File: src/rtl/psg_pkg.sv
/*
 * register map and voice routing of the three-voice sound generator.
 * the channel count is fixed at 3 because the register map depends on it.
 * volumes are linear; there is no envelope or noise source.
 */
package psg_pkg;

	// number of tone voices
	localparam int NUM_CH = 3;

	// clk_8 cycles per tone tick
	localparam int TICK_DIV = 4;

	// cpu register addresses
	typedef enum logic [2:0] {
		// 8-bit tone periods
		PERIOD_A = 3'd0,
		PERIOD_B = 3'd1,
		PERIOD_C = 3'd2,
		// 4-bit volumes, upper bits read back as zero
		VOL_A    = 3'd3,
		VOL_B    = 3'd4,
		VOL_C    = 3'd5,
		// voice enable mask, bit 0 is voice a
		MIX_EN   = 3'd6
		// address 7 is unused and reads zero
	} psg_reg_e;

	// stereo routing, bit i set means voice i feeds that side
	// voice a left only, b both sides, c right only
	localparam logic [NUM_CH-1:0] LEFT_MASK  = 3'b011;
	localparam logic [NUM_CH-1:0] RIGHT_MASK = 3'b110;

endpackage

File: src/rtl/dac_pkg.sv
/*
 * widths shared by the voices, the stereo mixer and the sigma-delta DAC.
 * MIX_W holds the sum of two full-scale voices; a side never routes more.
 */
package dac_pkg;

	// per-voice volume width
	localparam int VOL_W = 4;

	// two-voice sum, 15 + 15 = 30 fits in 5 bits
	localparam int MIX_W = 5;

endpackage

File: src/rtl/psg_regs.sv
/*
 * cpu register file of the sound generator plus the tone tick prescaler.
 * writes land on any edge with sel high and rw low; address 7 is ignored.
 * reads are registered: dout shows the register one cycle after the read
 * and holds it until the next read.
 */
`timescale 1ns/1ps

module psg_regs (
	input  logic                                      clk_8,
	input  logic                                      rst_n,
	input  logic                                      sel,
	input  logic                                      rw,
	input  logic [2:0]                                addr,
	input  logic [7:0]                                din,
	output logic [7:0]                                dout,
	output logic [psg_pkg::NUM_CH*8-1:0]              period,
	output logic [psg_pkg::NUM_CH*dac_pkg::VOL_W-1:0] volume,
	output logic [psg_pkg::NUM_CH-1:0]                enable,
	output logic                                      tick
);
	import psg_pkg::*;
	import dac_pkg::*;

	localparam int PW = $clog2(TICK_DIV);
	localparam logic [PW-1:0] PRESC_LAST = PW'(TICK_DIV - 1);

	logic [7:0]       period_q [NUM_CH];
	logic [VOL_W-1:0] vol_q [NUM_CH];
	logic [NUM_CH-1:0] en_q;
	logic [PW-1:0]    presc;
	logic [7:0]       rd_data;
	psg_reg_e         reg_sel;

	assign reg_sel = psg_reg_e'(addr);

	// cpu writes, unused upper bits of volume and mask are dropped
	always_ff @(posedge clk_8) begin
		if (!rst_n) begin
			for (int i = 0; i < NUM_CH; i++) begin
				period_q[i] <= '0;
				vol_q[i] <= '0;
			end
			en_q <= '0;
		end else if (sel && !rw) begin
			case (reg_sel)
				PERIOD_A: period_q[0] <= din;
				PERIOD_B: period_q[1] <= din;
				PERIOD_C: period_q[2] <= din;
				VOL_A:    vol_q[0] <= din[VOL_W-1:0];
				VOL_B:    vol_q[1] <= din[VOL_W-1:0];
				VOL_C:    vol_q[2] <= din[VOL_W-1:0];
				MIX_EN:   en_q <= din[NUM_CH-1:0];
				// address 7, nothing to write
				default: ;
			endcase
		end
	end

	// readback mux, fields zero extended to the byte
	always_comb begin
		case (reg_sel)
			PERIOD_A: rd_data = period_q[0];
			PERIOD_B: rd_data = period_q[1];
			PERIOD_C: rd_data = period_q[2];
			VOL_A:    rd_data = 8'(vol_q[0]);
			VOL_B:    rd_data = 8'(vol_q[1]);
			VOL_C:    rd_data = 8'(vol_q[2]);
			MIX_EN:   rd_data = 8'(en_q);
			default:  rd_data = 8'h00;
		endcase
	end

	// dout only moves on a read
	always_ff @(posedge clk_8) begin
		if (!rst_n) begin
			dout <= '0;
		end else if (sel && rw) begin
			dout <= rd_data;
		end
	end

	// divide-by-TICK_DIV prescaler, tick is a registered one-cycle strobe
	always_ff @(posedge clk_8) begin
		if (!rst_n) begin
			presc <= '0;
			tick <= 1'b0;
		end else begin
			tick <= (presc == PRESC_LAST);
			if (presc == PRESC_LAST)
				presc <= '0;
			else
				presc <= presc + 1'b1;
		end
	end

	// flatten the register arrays onto the voice buses
	always_comb begin
		for (int i = 0; i < NUM_CH; i++) begin
			period[i*8 +: 8] = period_q[i];
			volume[i*VOL_W +: VOL_W] = vol_q[i];
		end
	end

	assign enable = en_q;

endmodule

File: src/rtl/tone_channel.sv
/*
 * one square-wave voice. half-period is period ticks, so period * TICK_DIV
 * clk_8 cycles. a period of 0 parks the square high, giving a constant
 * level. volume gating is linear.
 */
`timescale 1ns/1ps

module tone_channel (
	input  logic                      clk_8,
	input  logic                      rst_n,
	input  logic                      tick,
	input  logic [7:0]                period,
	input  logic [dac_pkg::VOL_W-1:0] volume,
	input  logic                      enable,
	output logic [dac_pkg::VOL_W-1:0] level
);

	logic [7:0] cnt;
	logic       sq;
	logic       wrap;

	// >= so that lowering the period below the count still wraps at once
	assign wrap = (cnt >= period - 8'd1);

	// period counter and square flip-flop, both step on tick only
	always_ff @(posedge clk_8) begin
		if (!rst_n) begin
			cnt <= '0;
			sq <= 1'b0;
		end else if (tick) begin
			if (period == 8'd0) begin
				// hold high, counter parked
				cnt <= '0;
				sq <= 1'b1;
			end else if (wrap) begin
				cnt <= '0;
				sq <= ~sq;
			end else begin
				cnt <= cnt + 8'd1;
			end
		end
	end

	// gated volume, registered every cycle
	// so volume and enable changes reach the mixer one cycle later
	always_ff @(posedge clk_8) begin
		if (!rst_n)
			level <= '0;
		else if (sq && enable)
			level <= volume;
		else
			level <= '0;
	end

endmodule

File: src/rtl/stereo_dac.sv
/*
 * stereo mixer feeding two first-order sigma-delta modulators.
 * DAC_W must be at least MIX_W; the routed sum is scaled up to DAC_W bits.
 * for a constant input v, each output carries exactly v ones per 2^DAC_W
 * cycles. the outputs are raw bitstreams and need an external RC filter.
 */
`timescale 1ns/1ps

module stereo_dac #(
	parameter int DAC_W = 8
) (
	input  logic                                      clk_8,
	input  logic                                      rst_n,
	input  logic [psg_pkg::NUM_CH*dac_pkg::VOL_W-1:0] levels,
	output logic                                      audio_l,
	output logic                                      audio_r
);
	import psg_pkg::*;
	import dac_pkg::*;

	// left-justify the mix inside the accumulator width
	localparam int SHIFT = DAC_W - MIX_W;

	logic [MIX_W-1:0] mix [2];
	logic [DAC_W-1:0] dac_in [2];
	logic [DAC_W-1:0] acc [2];
	logic [DAC_W:0]   acc_sum [2];

	// sum the voices selected by a routing mask
	function automatic logic [MIX_W-1:0] routed_sum(
		input logic [NUM_CH-1:0]       mask,
		input logic [NUM_CH*VOL_W-1:0] lv
	);
		logic [MIX_W-1:0] s;
		s = '0;
		for (int i = 0; i < NUM_CH; i++) begin
			if (mask[i])
				s = s + MIX_W'(lv[i*VOL_W +: VOL_W]);
		end
		return s;
	endfunction

	// side 0 is left, side 1 is right
	assign mix[0] = routed_sum(LEFT_MASK, levels);
	assign mix[1] = routed_sum(RIGHT_MASK, levels);

	always_comb begin
		for (int s = 0; s < 2; s++) begin
			dac_in[s] = DAC_W'(mix[s]) << SHIFT;
			// one extra bit catches the carry
			acc_sum[s] = {1'b0, acc[s]} + {1'b0, dac_in[s]};
		end
	end

	// accumulators wrap mod 2^DAC_W, carry out becomes the bitstream
	always_ff @(posedge clk_8) begin
		if (!rst_n) begin
			acc[0] <= '0;
			acc[1] <= '0;
			audio_l <= 1'b0;
			audio_r <= 1'b0;
		end else begin
			acc[0] <= acc_sum[0][DAC_W-1:0];
			acc[1] <= acc_sum[1][DAC_W-1:0];
			audio_l <= acc_sum[0][DAC_W];
			audio_r <= acc_sum[1][DAC_W];
		end
	end

endmodule

File: src/rtl/audio_top.sv
/*
 * three-voice sound generator: register file, tone voices, stereo DAC.
 * single clock domain on clk_8, synchronous active-low reset.
 * audio_l and audio_r are 1-bit sigma-delta streams at the clk_8 rate.
 */
`timescale 1ns/1ps

module audio_top #(
	parameter int DAC_W = 8
) (
	input  logic       clk_8,
	input  logic       rst_n,
	// cpu port, rw high means read
	input  logic       sel,
	input  logic       rw,
	input  logic [2:0] addr,
	input  logic [7:0] din,
	output logic [7:0] dout,
	// bitstream outputs
	output logic       audio_l,
	output logic       audio_r
);
	import psg_pkg::*;
	import dac_pkg::*;

	logic [NUM_CH*8-1:0]     period;
	logic [NUM_CH*VOL_W-1:0] volume;
	logic [NUM_CH-1:0]       enable;
	logic                    tick;
	// packed voice levels, voice a in the low bits
	logic [NUM_CH*VOL_W-1:0] levels;

	psg_regs u_regs (
		.clk_8  (clk_8),
		.rst_n  (rst_n),
		.sel    (sel),
		.rw     (rw),
		.addr   (addr),
		.din    (din),
		.dout   (dout),
		.period (period),
		.volume (volume),
		.enable (enable),
		.tick   (tick)
	);

	// one voice per channel slice
	for (genvar i = 0; i < NUM_CH; i++) begin : g_voice
		tone_channel u_tone (
			.clk_8  (clk_8),
			.rst_n  (rst_n),
			.tick   (tick),
			.period (period[i*8 +: 8]),
			.volume (volume[i*VOL_W +: VOL_W]),
			.enable (enable[i]),
			.level  (levels[i*VOL_W +: VOL_W])
		);
	end

	stereo_dac #(
		.DAC_W (DAC_W)
	) u_dac (
		.clk_8   (clk_8),
		.rst_n   (rst_n),
		.levels  (levels),
		.audio_l (audio_l),
		.audio_r (audio_r)
	);

endmodule

File: config.mk
export PLATFORM = sky130hd
export DESIGN_NAME = audio_top
export DESIGN_NICKNAME = d
export VERILOG_FILES = /design/src/rtl/psg_pkg.sv /design/src/rtl/dac_pkg.sv /design/src/rtl/psg_regs.sv /design/src/rtl/tone_channel.sv /design/src/rtl/stereo_dac.sv /design/src/rtl/audio_top.sv
export SDC_FILE = /design/constraint.sdc
export NUM_CORES = 1
export LEC_CHECK = 0
export BUFFER_PORTS_ARGS = -buffer_cell sky130_fd_sc_hd__buf_2
export CAP_MARGIN = 0
export CORE_MARGIN = 2
export CORE_UTILIZATION = 50
export CTS_CLUSTER_DIAMETER = 60
export DETAILED_ROUTE_END_ITERATION = 10
export HOLD_SLACK_MARGIN = 0.02
export PLACE_DENSITY = 0.74
export SKIP_LAST_GASP = 1
export SYNTH_ARGS = -nofsm -noshare
export SYNTH_HDL_FRONTEND = slang
export SYNTH_SLANG_ARGS = --single-unit
File: constraint.sdc
create_clock -name clk_8 -period 3.46 [get_ports clk_8]
set_input_delay 0.519 -clock clk_8 [delete_from_list [all_inputs] [get_ports clk_8]]
set_output_delay 0.519 -clock clk_8 [all_outputs]
set_load 0.1 [all_outputs]
==> flow_summary.yaml <==
floorplan:
  start_util_pct: 51.1
  die_h_um: 109
  die_x_um: 109
  die_area_sq_mm: 0.0119
  rows: 38
  core_area_sq_mm: 0.0108
  io_pins: 25
power:
  total_leakage_power_nw: 2.49
  p_comb_share_pct: 9.9
  swShare_pct: 24.9
  seqPwrFrac_pct: 57.4
  max-vdd-ir-drop_v: 0.000225
  pwr-share-clk_pct: 32.7
  power.switching_mw: 0.567
  power_density_mw_per_mm2: 380
  intPower_mw: 1.71
timing:
  period_share_pct: 80.0
  final_max_slew_viol_count: 0
  fmax_ghz: 0.361
  fin_tns_setup_ns: 0
  hold_viol_final: 0
  finalSetupViolCount: 0
  worst_pin_slew_ns: 0.734
  fin_crit_ns: 2.77
  rsz0062_at_grt: "no"
  skew_ns: 0.0126
  finalWorstSetupSlack_ns: 0.691
  slew_headroom_pct: 50.7
finish:
  fin_util_pct: 55.3
  drive_gt1_share_pct: 12.1
  antenna_cells: 0
  area_delta_synth_final_pct: 8.19
  stdcell_count: 695
  seqCellArea_sq_mm: 0.00238
  fill_cells: 926
  fin_area_sq_mm: 0.00600
  final_nets: 621
  multi_input_comb_area_sq_mm: 0.00301
critical_path:
  cp_slowest_cell: "o31ai_1"
  worst_setup_path_start_kind: "register"
  critPathMaxStageDelay_ns: 0.65
  arrival_ns: 3.09
  worstPathRequired_ns: 3.78
  r2r-start: "u_regs.period_q[0][10]"
  critPathBufInv: 0
  critPathTopFamily: "compound AO/OA/AOI/OAI gates"
  cp_cell_sequence: "nor2_1 -> nand2_1 -> nor4_1 -> xnor2_1 -> ha_1 -> nand4_1 -> o31ai_1 -> o21a_1 -> o211a_1"
  rrSetupSlack_ns: 0.69
  setup.worst_path.end: "g_voice[1].u_tone.sq"
  crit_path_end_kind: "register"
  cp_max_fo: 6
  worst-path-stages: 9
  path_class: "register to register"
  ff2ff_path_depth: 9
  reg2reg_to: "g_voice[1].u_tone.sq"
  crit_start: "u_regs.period_q[0][10]"
cts:
  clockBufferDepth: 2
  h-tree-depth: 3
  post_cts_buffers: 0
  cts_made_buffers: 9
  path_clk_slew_ns: 0.09
  insertion_delay_ns: 0.37
  cts.repair.resized: 0
  cts_sinks: 101
  clockRootBuffer: "clkbuf_8"
  cts_tree: "done"
  cts_hold_buffers: 0
placement:
  dpl_worst_slack_ns: 0.755
  gp_congestion: 0.804
  dp_cells: 679
  place.port_buffers: 24
  hpwl_um: 8490
  placed_area_sq_mm: 0.00580
synthesis:
  yosys.area.top_type: "dfxtp_1"
  ys_seq_elements: 101
  synth-main-ff-cell: "dfxtp_1"
  synth.area.top_cells: "dfxtp_1 23%, edfxtp_1 19%, ha_1 12%"
  synth_edf_count: 36
  yosysUniqueCellTypes: 62
  synth_most_common_cell: "dfxtp_1"
  synth_async_sr_flop_share_pct: 0
  post_synth_inst_count: 529
  synth_area_per_cell_sq_um: 10.5
  synth_area_sq_mm: 0.00554
  yosys_warnings: 0
  syn-num-nets: 600
  synth_commonest_cells: "65 x dfxtp_1, 52 x ha_1, 36 x and2_1, 36 x edfxtp_1, 36 x nand2_1"
  yosysSeqAreaShare_pct: 43.0
  synth_top_cell_area_share_pct: 23.5
drt:
  drc: 0
  drt_first_iter_violations: 264
  ant_nets: 0
  vias: 3872
  drt_first_pass_iters: 5
  finalWirelength_um: 10900
  viasPerCell: 5.57
  wl_per_cell_um: 15.7
run_status:
  outcome: "finished, final reports clean"
min_path:
  min_path_cells: 3
  hold_path.class: "primary input to register"
run:
  cap_violations: 0
global_routing:
  grt_pass1_wl_um: 18400
  grt_max_degree: 36
  grt_pass1_vias: 3832
  antenna_found_initial: 0
  grt_usage_pct: 20.2
  overflow: 0
==> worst register-to-register path, stage by stage (launching register included) <==
cell,delay [ns]
edfxtp_1,0.45
nor2_1,0.24
nand2_1,0.12
nor4_1,0.24
xnor2_1,0.12
ha_1,0.31
nand4_1,0.10
o31ai_1,0.65
o21a_1,0.33
o211a_1,0.17
==> cell type report <==
cell class	count	share of cell area, %
inverter	19	1.19
sequential	101	39.7
clock inverter	6	1.02
multi-input combinational	390	50.2
clock buffer	10	2.29
tap	140	2.92
timing repair buffer	29	2.63
==> metal layers <==
layer / part of all wire, % / GRT usage [%]
met1: 45 / 26.3
met4: 2.4 / 10.3
met2: 48 / 32.8
met5: 0 / 0
met3: 4.3 / 2.79
==> through the flow <==
stage	hold slack (ns)	power, mW
floorplan	0.405	1.49
global placement	0.412	1.55
detailed placement	0.425	1.56
CTS	0.411	2.30
global route	0.414	2.39
finish	0.427	2.28
==> registers in the layout (all words and copies together), names as in the netlist <==
name                  flops
g_voice.u_tone.sq         3
u_regs.tick               1
u_dac.audio_l             1
u_regs.presc              2
u_dac.acc                10
u_dac.audio_r             1
u_regs.period_q          24
u_regs.enable             3
g_voice.u_tone.level     12
g_voice.u_tone.cnt       24
u_regs.vol_q             12
u_regs.dout               8
==> worst min-delay path by stage <==
stage	from	endpoint	slack (ns)
3_3_place_gp	u_regs.presc[0]	u_regs.presc[0]	0.41
4_1_cts	din[2]	u_regs.enable[2]	0.41
2_1_floorplan	u_regs.presc[0]	u_regs.presc[0]	0.40
3_5_place_dp	u_regs.presc[0]	u_regs.presc[0]	0.42
6_report	din[2]	u_regs.enable[2]	0.43
5_1_grt	din[1]	u_regs.enable[1]	0.41
==> kinds of logic after synthesis <==
logic type / after synthesis / synth area share (%)
and+or+nand+nor: 191 / 20.8
DFF: 101 / 43.0
AOI/OAI and AO/OA: 90 / 11.4
adders and majority gates: 56 / 13.2
xor gates and xnor gates: 41 / 6.48
buffers and inverters: 38 / 2.69
muxes: 12 / 2.51
==> placed cells by master (no fill, tap or decap), types with 5 or more instances in the layout <==
cell type	instances
nor3b_2	5
nor3b_1	14
o21a_1	10
and2_1	36
a22oi_1	8
buf_2	24
dfxtp_1	65
xnor2_1	19
nor3_1	5
o21ai_0	18
nor2_1	18
ha_1	52
xor2_1	22
nand2_1	36
a21o_1	6
nand4_1	11
a21oi_1	13
nor2b_1	18
buf_4	5
mux2i_1	6
nand3_1	6
edfxtp_1	36
mux2_2	5
nor4_1	5
and3_1	8
nand2b_1	9
inv_1	20
clkbuf_8	10
a21boi_0	7
==> power groups by stage <==
stage / Sequential (mW) / Clock, mW / Combinational [mW]
finish: 1.31 / 0.744 / 0.226
global route: 1.31 / 0.820 / 0.253
CTS: 1.31 / 0.771 / 0.227
detailed placement: 1.33 / 0 / 0.226
global placement: 1.33 / 0 / 0.216
floorplan: 1.34 / 0 / 0.149
No activity file was read; power rests on OpenSTA's default activity.
